## config.mk

```make
export PLATFORM = sky130hd
export DESIGN_NAME = fixed_cast
export DESIGN_NICKNAME = d
export VERILOG_FILES = /design/src/verilog/corr_sample_pkg.sv /design/src/verilog/fixed_cast.sv
export VERILOG_INCLUDE_DIRS = /design/src /design/src/include
export SDC_FILE = /design/constraint.sdc
export NUM_CORES = 1
export LEC_CHECK = 0
export BUFFER_PORTS_ARGS = -buffer_cell sky130_fd_sc_hd__clkbuf_2
export CAP_MARGIN = 40
export CORE_AREA = 2 2 50 52
export CTS_CLUSTER_DIAMETER = 30
export DETAILED_ROUTE_END_ITERATION = 10
export DIE_AREA = 0 0 52 54
export PLACE_DENSITY = 0.7
export REMOVE_ABC_BUFFERS = 1
export SLEW_MARGIN = 20
export SYNTH_ARGS = -nofsm -noshare
export SYNTH_HDL_FRONTEND = slang
export SYNTH_SLANG_ARGS = --single-unit
```

## constraint.sdc

```tcl
create_clock -name clk -period 0.8 [get_ports clk]
set_input_delay 0.12 -clock clk [delete_from_list [all_inputs] [get_ports clk]]
set_output_delay 0.12 -clock clk [all_outputs]
set_load 0.1 [all_outputs]
```

## src/include/corr_cfg.svh

```systemverilog
`ifndef CORR_CFG_SVH
`define CORR_CFG_SVH

// input samples, one complex value per channel and bin
// signed, DIN_POINT fraction bits
`define DIN_WIDTH 16
`define DIN_POINT 14

// format fed to the accumulators after the cast stage
// products carry 2*DIN_POINT fraction bits before rescale
`define ACC_WIDTH 20
`define ACC_POINT 16

// accumulated result width, integer sums wrap at this size
`define DOUT_WIDTH 32

// frame length in bins
// one sum per bin is kept in each accumulator
`define VECTOR_LEN 8

// pipeline latencies in clock cycles
// multipliers: input register, partial products, final sum
`define MULT_LAT 3
// cast: one output register
`define CAST_LAT 1

`endif

```

## src/verilog/corr_sample_pkg.sv

```systemverilog
`include "corr_cfg.svh"

package corr_sample_pkg;

    // raw input sample of one rail (re or im)
    typedef logic signed [`DIN_WIDTH-1:0] sample_t;

    // fraction bits of a full product
    localparam int PROD_POINT = 2 * `DIN_POINT;

    // sum of two products, one guard bit over a single product
    typedef logic signed [2*`DIN_WIDTH:0] prod_t;

    // rescaled value going into an accumulator
    typedef logic signed [`ACC_WIDTH-1:0] acc_in_t;

    // per-bin accumulated result
    typedef logic signed [`DOUT_WIDTH-1:0] dout_t;

endpackage

```

## src/verilog/fixed_cast.sv

```systemverilog
`timescale 1ns/1ps
`include "corr_cfg.svh"

module fixed_cast #(
    parameter bit UNSIGNED_OUT = 1'b0
) (
    input  logic                      clk,
    input  logic                      rst_n,
    input  corr_sample_pkg::prod_t    din,
    input  logic                      din_valid,
    output corr_sample_pkg::acc_in_t  dout,
    output logic                      dout_valid
);

    // fraction bits dropped going to the accumulator format
    localparam int SHIFT = corr_sample_pkg::PROD_POINT - `ACC_POINT;

    // saturation bounds, expressed in the wide product type
    localparam corr_sample_pkg::prod_t MAX_VAL =
        corr_sample_pkg::prod_t'((2 ** (`ACC_WIDTH - 1)) - 1);
    localparam corr_sample_pkg::prod_t MIN_VAL =
        corr_sample_pkg::prod_t'(UNSIGNED_OUT ? 0 : -(2 ** (`ACC_WIDTH - 1)));

    // arithmetic shift truncates toward minus infinity (floor)
    corr_sample_pkg::prod_t floored;

    assign floored = din >>> SHIFT;

    always_ff @(posedge clk) begin
        if (floored > MAX_VAL) begin
            dout <= corr_sample_pkg::acc_in_t'(MAX_VAL);
        end else if (floored < MIN_VAL) begin
            // unsigned mode clamps at zero here
            dout <= corr_sample_pkg::acc_in_t'(MIN_VAL);
        end else begin
            dout <= corr_sample_pkg::acc_in_t'(floored);
        end
    end

    always_ff @(posedge clk or negedge rst_n) begin
        if (!rst_n) begin
            dout_valid <= 1'b0;
        end else begin
            dout_valid <= din_valid;
        end
    end

    // a power arriving negative would vanish in the clamp at zero
    a_unsigned_in: assert property (
        @(posedge clk) disable iff (!rst_n)
        (UNSIGNED_OUT && din_valid) |-> (din >= 0)
    );

endmodule

```

# After elaboration in Yosys (flattened, before gate mapping)
# Index checks and enable logic that the tools add are counted.
[word_totals]
reg_bits = 21
ramBits = 0
mem_bits_ro = 0
out_inout_bits = 21
latchBits = 0
n_memories = 0
word_cells = 5
[op_classes]
n_eq_ne = 0
n_bitwise = 0
reduce_logical = 0
div_mod_pow = 0
n_mux = 1
multipliers = 0
n_shift = 0
add_sub_neg = 0
magnitude_cmp = 2
[op_table]
columns = ["op", "count"]
rows = [
  ["$gt 21x20->1 const B", 1],
  ["$lt 21x20->1 const B", 1],
  ["$mux 20", 1],
]

# Longest topological paths before layout
[depth]
ltp_word = 2
ltp_mapped = 4

# Least setup slack after synthesis
# No wires, ideal clock.
[synth_path]
path_type = "reg-to-output"
startpoint = "register dout[0]"
endpoint = "output port dout[0]"
required_ps = 680
n_path_buf = 0
arrival_time_ps = 909
slack_ps = -229
path_stages_with_launch = 1
cell_sequence = "dfxtp_1"
[synth_lines]
columns = ["element", "line", "text"]
rows = [
  ["from (decl)", "fixed_cast.sv:11", "output corr_sample_pkg::acc_in_t dout,"],
  ["from (signal assigned)", "fixed_cast.sv:31", "dout <= corr_sample_pkg::acc_in_t'(MAX_VAL);"],
  ["from (signal assigned)", "fixed_cast.sv:34", "dout <= corr_sample_pkg::acc_in_t'(MIN_VAL);"],
  ["from (signal assigned)", "fixed_cast.sv:36", "dout <= corr_sample_pkg::acc_in_t'(floored);"],
]
# No word-level cell between the ends.

# Worst setup path in the final report
[layout_path]
startpoint = "register dout_valid"
endpoint = "output port dout_valid"
[layout_lines]
columns = ["element", "line", "text"]
rows = [
  ["from (decl)", "fixed_cast.sv:12", "output logic dout_valid"],
  ["from (signal assigned)", "fixed_cast.sv:44", "dout_valid <= din_valid;"],
]
# No word-level cell between the ends.

==> qor_table.md <==
| Quantity | Value |
|:---|:---|
| Wire length of the first global-routing pass | 2.29 mm |
| Fraction of layout instances using a drive strength above 1 | 75.0% |
| Congestion Overflow GR | 0 |
| FF/Latch Area | 450 um^2 |
| Per-cell routed wire length | 11.3 um |
| Filler cell count in the final layout | 208 |
| Minimum hold slack | 0.0181 ns |
| Peak supply drop | 1.17 mV |
| Cell type with the largest total area after synthesis | dfxtp_1 |
| Post-CTS setup-driven buffer insertion count | 0 |
| Width of the die | 52 um |
| Fmax | 1010 MHz |
| Final-stage net count | 141 |
| Placed wire-length estimate after detailed placement | 1.18 mm |
| Clk slew on worst S/H paths | 0.11 ns |
| Wire length after detailed routing | 1.51 mm |
| Antenna fix cells | 0 |
| Portion of the clock cycle consumed by the worst path in the final layout | 124% |
| Result of the run | complete, but fails checks |
| Static Leakage | 0.667 nW |
| Number of instances in the synthesized netlist | 49 |
| Largest net degree at the start of global routing | 12 |
| Clock sinks | 21 |
| Transition time at the pin with the least slew margin | 0.196 ns |
| CP startpoint kind | flop |
| Clock tree buffer depth | 2 |
| Synth top cells by count | 20 x dfxtp_1, 12 x a21o_1, 6 x a21o_2, 2 x buf_6 |
| Vias in the first global route | 571 |
| Pins Over Slew Limit | 0 |
| Minimum period implied by the final worst setup slack | 0.994 ns |
| Worst setup slack after placement | -0.0623 ns |
| Total power per unit cell area | 2170 nW/um^2 |
| Area share of the largest cell type after synthesis | 62.4% |
| Non-filler cells, final | 134 |
| Clock buffers created by TritonCTS | 3 |
| H-tree depth reported by CTS | 1 |
| DRC violation count after routing | 0 |
| Starting utilization of the core area | 27.7% |
| Total chip power | 2.88 mW |
| Worst Path Class, Setup | reg -> out |
| Number of optimization iterations in the first detailed-route pass | 4 |
| Final worst slack | -0.194 ns |
| Setup TNS Final | -2.97 ns |
| Async set-reset flop share out of synthesis | 4.76% |
| DP Cell Count | 123 |
| Number of register bits inferred by synthesis | 21 |
| Post-synthesis area per instance | 13.1 um^2 |
| Final Wtd Congestion | 0.609 |
| Hold/Removal Path Class | in -> reg |
| Number of placement rows | 18 |
| Via count | 574 |
| Slew Limit Headroom | 86.8% |
| DR iter-0 viols | 3 |
| Slowest cell delay on critical path | 0.41 ns |
| CTS root buffer | clkbuf_4 |
| Final ANT Viol Nets | 0 |
| GRT Overall Usage | 11.3% |
| Core Box Area | 2320 um^2 |
| Ratio of routed vias to standard cells | 4.28 |
| Crit-path cells | buf_12 |
| Die height | 54 um |
| Final std cell area, no fill | 1330 um^2 |
| CP delay by family, top | flip-flops |
| Most frequent cell after synthesis | dfxtp_1 |
| Final hold viol count | 0 |
| Violated checks | setup timing |
| Leading post-synthesis cells by cell area | dfxtp_1 62%, a21o_1 14%, a21o_2 8.2%, dfrtp_1 3.9%, buf_6 3.5% |
| Cell area after placement | 1200 um^2 |
| Netlist cell types | 13 |
| CTS tree | yes |
| Number of antenna violations at the first check in global routing | 0 |
| Crit-path slowest cell | dfrtp_1 |
| Setup repair after global routing missed its margin | yes |
| Setup Viol. Count Final | 21 |
| Final core area utilization | 57.1% |
| I/O Pins | 57 |
| Buffers & Inverters on Critical Path | 1 |
| Crit. End Element | output port |
| Number of violations of the max-capacitance limit | 0 |
| Area enclosed by the die boundary | 2810 um^2 |
| Yosys synthesis warning count | 0 |
| Top fanout value on the critical path | 1 |
| Post-synthesis to final-layout area growth | 106% |
| Portion of the post-synthesis area used by sequential elements | 66.3% |
| Data arrival at the endpoint of the critical path | 0.87 ns |
| Port-buffer cells | 44 |
| Leading register cell type out of synthesis | dfxtp_1 |
| Area occupied by multi-input gates | 168 um^2 |
| Post-Synthesis Cell Area | 642 um^2 |
| CP required | 0.68 ns |
| Number of enable flip-flop cells after synthesis | 0 |
[area by class of cell]
cell class / instances / share of cell area, %
multi-input combinational: 23 / 12.7
timing repair buffer: 56 / 48.5
clock buffer: 4 / 1.98
tap: 30 / 2.83
sequential: 21 / 34.0
[cells in the final DEF, fill, tap and decap left out]
master and count:
clkbuf_4 3, nand2b_1 1, o21ai_0 1, buf_4 5, dfxtp_2 20, nor2b_1 1, buf_12 21, dlygate4sd3_1 7
nor2_1 1, dfrtp_1 1, clkbuf_2 23, nand2_1 1, a21o_2 6, clkbuf_1 1, a21o_1 12
[per-layer routing]
layer  global-route usage (%)  up-vias  part of all wire, %
met4                     9.21        0                  3.9
met5                        0        -                    0
li1                         -      270                    -
met2                     21.5       28                   58
met1                     10.3      270                   31
met3                     2.22        6                  7.5
[sequential cells by signal (all words and copies together) (netlist names)]
| register | flops |
|---|---|
| dout | 20 |
| dout_valid | 1 |
[what timing repair did]
item                                   CTS  global route
hold buffers                             3             4
resized for setup                       20             0
setup endpoints to repair               21            21
endpoints found under the hold margin    3             4
pin swaps                                0             0
[where the power goes]
part / internal [mW] / switching (mW) / total, mW
logic: 0.447 / 0.721 / 1.17
clock network: 0.194 / 0.295 / 0.489
registers: 1.15 / 0.0697 / 1.22
[final timing paths]
kind / from / end / depth (start not counted)
max in group asynchronous: rst_n / dout_valid$_DFF_PN0_ / 2
min in group asynchronous: rst_n / dout_valid$_DFF_PN0_ / 2
hold / removal: din[25] / dout[13]$_SDFF_PN1_ / 2
setup / recovery: dout_valid$_DFF_PN0_ / dout_valid / 1
[cells by family (layout without fill, tap and decap cells)]
logic type | Yosys count | after routing | share of synthesized area [%]
AND/OR/NAND/NOR | 4 | 4 | 3.12
AO/OA/AOI/OAI | 19 | 19 | 23.0
buffers and inverters | 5 | 60 | 7.60
flip-flops | 21 | 21 | 66.3
Note: power is estimated with default switching activity, not from simulation.
