--- src/include/corr_cfg.svh ---
`ifndef CORR_CFG_SVH
`define CORR_CFG_SVH

// input samples, one complex value per channel and bin
// signed, DIN_POINT fraction bits
`define DIN_WIDTH 16
`define DIN_POINT 14

// format fed to the accumulators after the cast stage
// products carry 2*DIN_POINT fraction bits before rescale
`define ACC_WIDTH 20
`define ACC_POINT 16

// accumulated result width, integer sums wrap at this size
`define DOUT_WIDTH 32

// frame length in bins
// one sum per bin is kept in each accumulator
`define VECTOR_LEN 8

// pipeline latencies in clock cycles
// multipliers: input register, partial products, final sum
`define MULT_LAT 3
// cast: one output register
`define CAST_LAT 1

`endif

--- src/verilog/corr_sample_pkg.sv ---
`include "corr_cfg.svh"

package corr_sample_pkg;

    // raw input sample of one rail (re or im)
    typedef logic signed [`DIN_WIDTH-1:0] sample_t;

    // fraction bits of a full product
    localparam int PROD_POINT = 2 * `DIN_POINT;

    // sum of two products, one guard bit over a single product
    typedef logic signed [2*`DIN_WIDTH:0] prod_t;

    // rescaled value going into an accumulator
    typedef logic signed [`ACC_WIDTH-1:0] acc_in_t;

    // per-bin accumulated result
    typedef logic signed [`DOUT_WIDTH-1:0] dout_t;

endpackage

--- src/verilog/corr_acc_pkg.sv ---
`include "corr_cfg.svh"

package corr_acc_pkg;

    // accumulator control states
    // idle: nothing integrated yet, samples dropped
    // dump: old sums go out, new samples overwrite
    // run:  samples add into their bins
    typedef enum logic [1:0] {
        acc_idle,
        acc_dump,
        acc_run
    } acc_state_e;

    // position of the current sample inside the frame
    typedef logic [$clog2(`VECTOR_LEN)-1:0] bin_idx_t;

endpackage

--- src/verilog/vector_acc.sv ---
`timescale 1ns/1ps
`include "corr_cfg.svh"

module vector_acc (
    input  logic                      clk,
    input  logic                      rst_n,
    input  logic                      restart,
    input  corr_sample_pkg::acc_in_t  din,
    input  logic                      din_valid,
    output corr_sample_pkg::dout_t    dout,
    output logic                      dout_valid
);

    localparam int LAST_BIN = `VECTOR_LEN - 1;

    // one running sum per bin
    corr_sample_pkg::dout_t sums [`VECTOR_LEN];

    corr_acc_pkg::acc_state_e state;
    corr_acc_pkg::bin_idx_t   bin_idx;

    // restart seen, waiting for the first bin of a frame
    logic pending;
    // first frame after leaving idle overwrites uninitialised sums
    logic fresh;

    logic last_bin;
    logic start;
    logic take;
    logic emit;
    logic replace;
    corr_sample_pkg::dout_t din_ext;

    assign last_bin = (bin_idx == corr_acc_pkg::bin_idx_t'(LAST_BIN));
    // restart may coincide with the first sample of the frame
    assign start    = din_valid && (restart || pending) && (bin_idx == '0);
    assign take     = din_valid && (state != corr_acc_pkg::acc_idle || start);
    // old sums leave only when there was an integration to close
    assign emit     = din_valid && (state == corr_acc_pkg::acc_dump ||
                                    (start && state != corr_acc_pkg::acc_idle));
    assign replace  = start || state == corr_acc_pkg::acc_dump || fresh;
    // signed cast widens with sign extension
    assign din_ext  = corr_sample_pkg::dout_t'(din);

    always_ff @(posedge clk or negedge rst_n) begin
        if (!rst_n) begin
            state   <= corr_acc_pkg::acc_idle;
            bin_idx <= '0;
            pending <= 1'b0;
            fresh   <= 1'b0;
        end else begin
            // bins step on valid samples only, gaps just hold position
            if (din_valid) begin
                bin_idx <= last_bin ? '0 : bin_idx + 1'b1;
            end
            if (start) begin
                pending <= 1'b0;
            end else if (restart) begin
                pending <= 1'b1;
            end
            if (start) begin
                if (state == corr_acc_pkg::acc_idle) begin
                    state <= corr_acc_pkg::acc_run;
                    fresh <= !last_bin;
                end else begin
                    state <= last_bin ? corr_acc_pkg::acc_run : corr_acc_pkg::acc_dump;
                end
            end else if (din_valid && last_bin) begin
                fresh <= 1'b0;
                if (state == corr_acc_pkg::acc_dump) begin
                    state <= corr_acc_pkg::acc_run;
                end
            end
        end
    end

    // read of the old sum and write of the new one share the edge
    always_ff @(posedge clk) begin
        if (take) begin
            sums[bin_idx] <= replace ? din_ext : sums[bin_idx] + din_ext;
        end
        if (emit) begin
            dout <= sums[bin_idx];
        end
    end

    always_ff @(posedge clk or negedge rst_n) begin
        if (!rst_n) begin
            dout_valid <= 1'b0;
        end else begin
            dout_valid <= emit;
        end
    end

    // new_acc must be placed on a frame boundary
    a_restart_aligned: assert property (
        @(posedge clk) disable iff (!rst_n)
        restart |-> (bin_idx == '0)
    );

    // a second restart before the first one took effect would be lost
    a_restart_single: assert property (
        @(posedge clk) disable iff (!rst_n)
        restart |-> !pending
    );

endmodule

--- config.mk ---
export PLATFORM = sky130hd
export DESIGN_NAME = vector_acc
export DESIGN_NICKNAME = d
export VERILOG_FILES = /design/src/verilog/corr_sample_pkg.sv /design/src/verilog/corr_acc_pkg.sv /design/src/verilog/vector_acc.sv
export VERILOG_INCLUDE_DIRS = /design/src /design/src/include
export SDC_FILE = /design/constraint.sdc
export NUM_CORES = 1
export LEC_CHECK = 0
export ABC_AREA = 1
export BUFFER_PORTS_ARGS = -buffer_cell sky130_fd_sc_hd__buf_2
export CAP_MARGIN = 20
export CORE_AREA = 3 3 118 234
export CTS_BUF_LIST = sky130_fd_sc_hd__clkbuf_4 sky130_fd_sc_hd__clkbuf_8
export CTS_CLUSTER_DIAMETER = 120
export DETAILED_ROUTE_END_ITERATION = 7
export DIE_AREA = 0 0 121 237
export MAX_ROUTING_LAYER = met4
export PLACE_DENSITY_LB_ADDON = 0.2
export SYNTH_ARGS = -nofsm -noshare
export SYNTH_HDL_FRONTEND = slang
export SYNTH_SLANG_ARGS = --single-unit
--- constraint.sdc ---
create_clock -name clk -period 8.35 [get_ports clk]
set_input_delay 0 -clock clk [delete_from_list [all_inputs] [get_ports clk]]
set_output_delay 0 -clock clk [all_outputs]
set_load 0.005 [all_outputs]
=== Word level (Yosys, flattened, before mapping) ===
Memories as Yosys holds them, arrays and structs flattened.
Cells that the tools add are included.

* Memories kept: 1
* Register bits after elaboration: 40
* RAM bits: 256
* Input port bits: 24
* Logic and storage cells: 46
* Output and inout port bits: 33

* Multiplexer cells: 14
* Equal/unequal tests: 3
* Add/subtract/negate cells: 2
* Reduce and logical (&&, ||, !) cells: 20

{| class="wikitable"
|+ Memories
! name !! depth !! width !! read ports !! clocked after Yosys merged registers in !! wr ports !! line !! RTL
|-
| sums || 8 || 32 || 1 || 0 || 1 || vector_acc.sv:17 || <nowiki>corr_sample_pkg::dout_t sums [`VECTOR_LEN];</nowiki>
|}

{| class="wikitable"
|+ Operators with widths
! operator !! number
|-
| $add A32 B20 Y32 || 1
|-
| $mux W32 || 1
|-
| $mux W2 || 5
|-
| $reduce_bool A2 Y1 || 4
|-
| $mux W1 || 7
|-
| $logic_and A1 B1 Y1 || 6
|-
| $logic_or A1 B1 Y1 || 5
|-
| $reduce_and A2 Y1 || 2
|-
| $add A3 B1 Y3 const B || 1
|-
| $eq A3 B3 Y1 const B || 1
|-
| $logic_not A3 Y1 || 1
|-
| $mux W3 || 1
|-
| $eq A2 B1 Y1 const B || 1
|-
| $logic_not A2 Y1 || 1
|-
| $ne A2 B1 Y1 const B || 1
|-
| $logic_not A1 Y1 || 1
|}

=== Longest topological paths before layout ===
* Depth in word-level cells: 7
* Depth in mapped cells: 22
* Depth with buffers taken out: 19

=== Worst setup path before layout ===
No wires, ideal clock.

* Kind: reg2reg
* Start: reg bin_idx[0]
* End: reg dout[0] (read register of sums), enable pin
* Period minus slack after synthesis: 3.156 ns
* Data arrival time: 2.734 ns
* Stages on the path, launching flop included: 11
* Path buffers: 2
* Data required time: 7.928 ns
* Slack: 5.194 ns
* Library setup time: 0.422 ns
* Path through: dfrtp_1 buf_4 inv_2 buf_6 ha_1 nand3_2 nor2_4 inv_2 o21ai_2 inv_1 nor2_1

* Longest elaborated chain between the ends: 5

{| class="wikitable"
|+ Ends and longest elaborated chain
! item !! line !! RTL
|-
| start: declaration || vector_acc.sv:20 || <nowiki>corr_acc_pkg::bin_idx_t bin_idx;</nowiki>
|-
| start signal: assignment || vector_acc.sv:54 || <nowiki>bin_idx <= last_bin ? '0 : bin_idx + 1'b1;</nowiki>
|-
| $logic_not A3 Y1 || vector_acc.sv:36 || <nowiki>assign start = din_valid && (restart || pending) && (bin_idx == '0);</nowiki>
|-
| $logic_and A1 B1 Y1 || vector_acc.sv:36 ||
|-
| $logic_and A1 B1 Y1 || vector_acc.sv:40 || <nowiki>(start && state != corr_acc_pkg::acc_idle));</nowiki>
|-
| $logic_or A1 B1 Y1 || vector_acc.sv:39 || <nowiki>assign emit = din_valid && (state == corr_acc_pkg::acc_dump ||</nowiki>
|-
| $logic_and A1 B1 Y1 || vector_acc.sv:39 ||
|-
| named net emit || vector_acc.sv:30 || <nowiki>logic emit;</nowiki>
|-
| end: declaration || vector_acc.sv:10 || <nowiki>output corr_sample_pkg::dout_t dout,</nowiki>
|}

The timed path passes the listed nets, and every way through them passes these cells.
A chain may end at the register's enable or synchronous reset.

=== Worst setup path in the final report ===
* Start: reg bin_idx[0]
* End: mem sums[3][28] (netlist name) (data pin)

* Longest elaborated chain between the ends: 5
* Elaborated cells between the ends (all ways): 7
* Classes of those cells: add/sub (1); mux (1); reduce/logical (4); memory (1)

{| class="wikitable"
|+ Ends and longest elaborated chain
! item !! line !! RTL
|-
| branches (longest 4 deep; another with $mem_v2 Z8 W32) || n/a ||
|-
| $mux W32 (*) || vector_acc.sv:80 || <nowiki>sums[bin_idx] <= replace ? din_ext : sums[bin_idx] + din_ext;</nowiki>
|-
| end: declaration || vector_acc.sv:17 ||
|}

Mark *: on every way between the ends.

==> results by group <==
Job
  • Max-cap violation count: 0

STA
  • Setup total negative slack: 0 ns
  • Final WS setup: 4.081 ns
  • Max Clk Rate: 0.2342 GHz
  • Final period utilization: 51.13%
  • Skew final: 0.01665 ns
  • RSZ-0062 raised after global routing: false
  • Min cycle time layout: 4.269 ns
  • # setup viols final: 0
  • Slew margin rel.: 36.87%
  • Slew of the pin with the lowest slew margin: 0.9455 ns
  • WHS: 0.02740 ns
  • Final Max Tran Viols: 0
  • Final Hold Viols: 0

Detailed routing
  • Total iterations of the first detailed-routing run: 7
  • DRC Markers: 0
  • Vias per cell: 5.471
  • DR iter-0 viols: 683
  • DRT Wirelength: 35640 microns
  • Post-route antenna net violation count: 0
  • DR WL/cell: 20.95 microns
  • Via count: 9306

Power and ir drop
  • Static Leak: 6.163 nW
  • Worst vdd ir: 0.1596 mV
  • PD cells: 436.0 nW/um^2

Floorplan
  • Core Area: 26170 sq um
  • # rows: 84
  • DIE AREA: 28680 sq um
  • I/O pins: 57
  • Die width: 121 microns
  • Initial Util: 51.51%
  • Die Span Y: 237 microns

Global routing
  • GRT Overall Usage: 26.02%
  • Largest net degree at the start of global routing: 33
  • First-pass GRT wire length: 53590 microns
  • Initial antenna violation count: 0
  • GRT Residual Overflow: 0
  • Vias in the first global route: 9385

Synth
  • Count leader, synth: nand2_1
  • Main area contributors after synthesis: edfxtp_1, nand2_1, inv_1
  • Synth Instances: 1232
  • Synthesis Warnings: 0
  • Post-synth ARST share: 2.703%
  • Ys flop type: edfxtp_1
  • Mapped Area: 13480 sq um
  • FF+latch count, synth: 296
  • Top cells by count, synth: nand2_1, edfxtp_1, inv_1
  • Top cell type's share of synthesized area: 64.16%
  • Synthesized area per cell: 10.94 sq um
  • Register area share after synthesis: 65.65%
  • Number of enable flip-flop cells after synthesis: 288
  • Mapped Nets: 1291
  • Cell variety after synth: 37
  • Area leader, netlist: edfxtp_1

Place
  • Placer Congestion: 1.038
  • Count of port buffers added during placement: 56
  • Post-place setup slack: 4.107 ns
  • Dpl hpwl: 22850 microns
  • Placed Instances: 1615

Clock tree
  • Cts repair resizes: 0
  • Latest clock arrival within the worst-skew pair: 0.54 ns
  • CTS buffer count: 40
  • Setup Buffers After CTS: 0
  • Clk slew on worst S/H paths: 0.07 ns
  • CTS HTree Levels: 2
  • CTS tree: built
  • Sink Count: 296
  • Clock buffer depth: 3
  • Clk Tree Root Cell: clkbuf_8

Min path
  • Hold WC Path Type: primary input to register
  • Hold Path Depth: 3

Layout
  • N_diodes: 0
  • Non-Filler Instances: 1701
  • Fillcell total: 2208
  • Final nets: 1389
  • Layout cells sized above 1: 13.19%
  • Area delta synth->final: 12.41%

Setup path
  • Critical path class: register to register
  • Depth of the worst register-to-register path: 19
  • Crit path arrival time: 4.49 ns
  • CP Data Required Time: 8.57 ns
  • Crit. End Element: register
  • CP max FO: 31
  • Startpoint type of the worst setup path: register

Outcome
  • Status: finished clean
## stage by stage
step / total power [mW] / area (sq um) / utilization [%]
finish: 6.606 / 15150 / 57.90
global route: 7.059 / 15150 / 57.90
CTS: 6.637 / 15150 / 57.90
detailed placement: 5.510 / 14170 / 54.16
global placement: 5.462 / 14150 / 54.08
floorplan: 4.536 / 13480 / -
## power breakdown
group          total (mW)  internal, mW  switching, mW
registers            2.51          2.42         0.0896
logic                2.99         0.844           2.14
clock network        1.12         0.605          0.510
## sequential cells by signal, summed over array words and instances (netlist names)
name        count
dout           32
pending         1
fresh           1
state           2
bin_idx         3
sums          256
dout_valid      1
## placed cells by master, fill, tap and decap left out, types with 2 or more instances in the layout
master | netlist | final
edfxtp_1 | 288 | 288
bufinv_16 | 0 | 3
a221oi_2 | 4 | 4
a22oi_1 | 32 | 32
nand3b_1 | 9 | 9
or2_2 | 8 | 8
and3_1 | 4 | 4
buf_2 | 14 | 56
a21oi_1 | 36 | 36
inv_1 | 130 | 130
inv_2 | 9 | 9
nand3_2 | 5 | 5
dlygate4sd3_1 | 0 | 17
nand4_1 | 25 | 25
nor2_1 | 58 | 49
o21ai_1 | 6 | 5
ha_1 | 34 | 34
a22o_1 | 13 | 13
inv_6 | 1 | 2
xnor2_1 | 4 | 4
nand3_1 | 57 | 57
o21ai_0 | 12 | 12
clkinv_2 | 0 | 5
dfrtp_1 | 8 | 8
clkbuf_8 | 0 | 41
clkbuf_4 | 0 | 12
clkinv_1 | 0 | 6
o21bai_1 | 2 | 2
buf_4 | 5 | 13
nor3_1 | 3 | 3
nor2_4 | 1 | 10
o21ai_2 | 5 | 6
nand2_1 | 423 | 423
a221oi_1 | 18 | 18
## path summary, 6_finish.rpt
| check | startpoint | endpoint | slack, ns |
|---|---|---|---|
| hold reg to reg | state[1] | state[1] | 0.58 |
| max in group asynchronous | rst_n | pending | 7.62 |
| hold / removal | din[7] | sums[4][7] | 0.03 |
| setup / recovery | bin_idx[0] | sums[3][28] | 4.08 |
| setup reg to reg | bin_idx[0] | sums[3][28] | 4.08 |
| min in group asynchronous | rst_n | bin_idx[1] | 0.45 |
## metal layers
layer | track usage, % | vias to the layer above | wire, microns | part of all wire (%)
li1 | - | 4449 | - | -
met1 | 27.42 | 4405 | 12480 | 35
met2 | 46.99 | 326 | 19440 | 55
met4 | 13.86 | 0 | 1964 | 5.5
met5 | - | - | 0 | 0
met3 | 2.749 | 126 | 1755 | 4.9
## critical path, cell delays in order, from the launching register on
cell and delay (ns):
dfrtp_1 0.51, inv_2 0.22, nand3_1 0.19, inv_2 0.69, nand2_1 0.09, and3_1 0.20
nand4_1 0.09, ha_1 0.24, inv_1 0.08, fa_1 0.46, inv_1 0.13, nand3_1 0.08
nand3_1 0.15, nand3_1 0.09, nand3_1 0.23, nand2_1 0.13, nand2_1 0.09, nand2_1 0.05
nand3_1 0.06, nand2_1 0.17
## kinds of logic (layout without fill, tap and decap cells)
group | Yosys count | after routing | share of synthesized area (%)
fa+ha+maj | 35 | 35 | 3.305
buf+inv | 172 | 297 | 5.505
simple gates | 595 | 595 | 18.49
flops | 296 | 296 | 65.65
xor+xnor | 5 | 5 | 0.3249
compound gates | 129 | 129 | 6.730
## timing repair
action                                  CTS  global route
hold buffers                             17             0
endpoints found under the setup margin    0             0
endpoints found under the hold margin   110             0
## final cells by class
class                           count  area [sq um]  share of cell area, %
Sequential cell                   296          8848                  58.40
Multi-Input combinational cell    764          3960                  26.14
Clock buffer                       53         654.4                  4.319
Timing Repair Buffer               87         568.0                  3.749
Inverter                          141         536.8                  3.543
Tap cell                          344         430.4                  2.841
Clock inverter                     16         153.9                  1.016
Note: power is estimated with default switching activity, not from simulation.
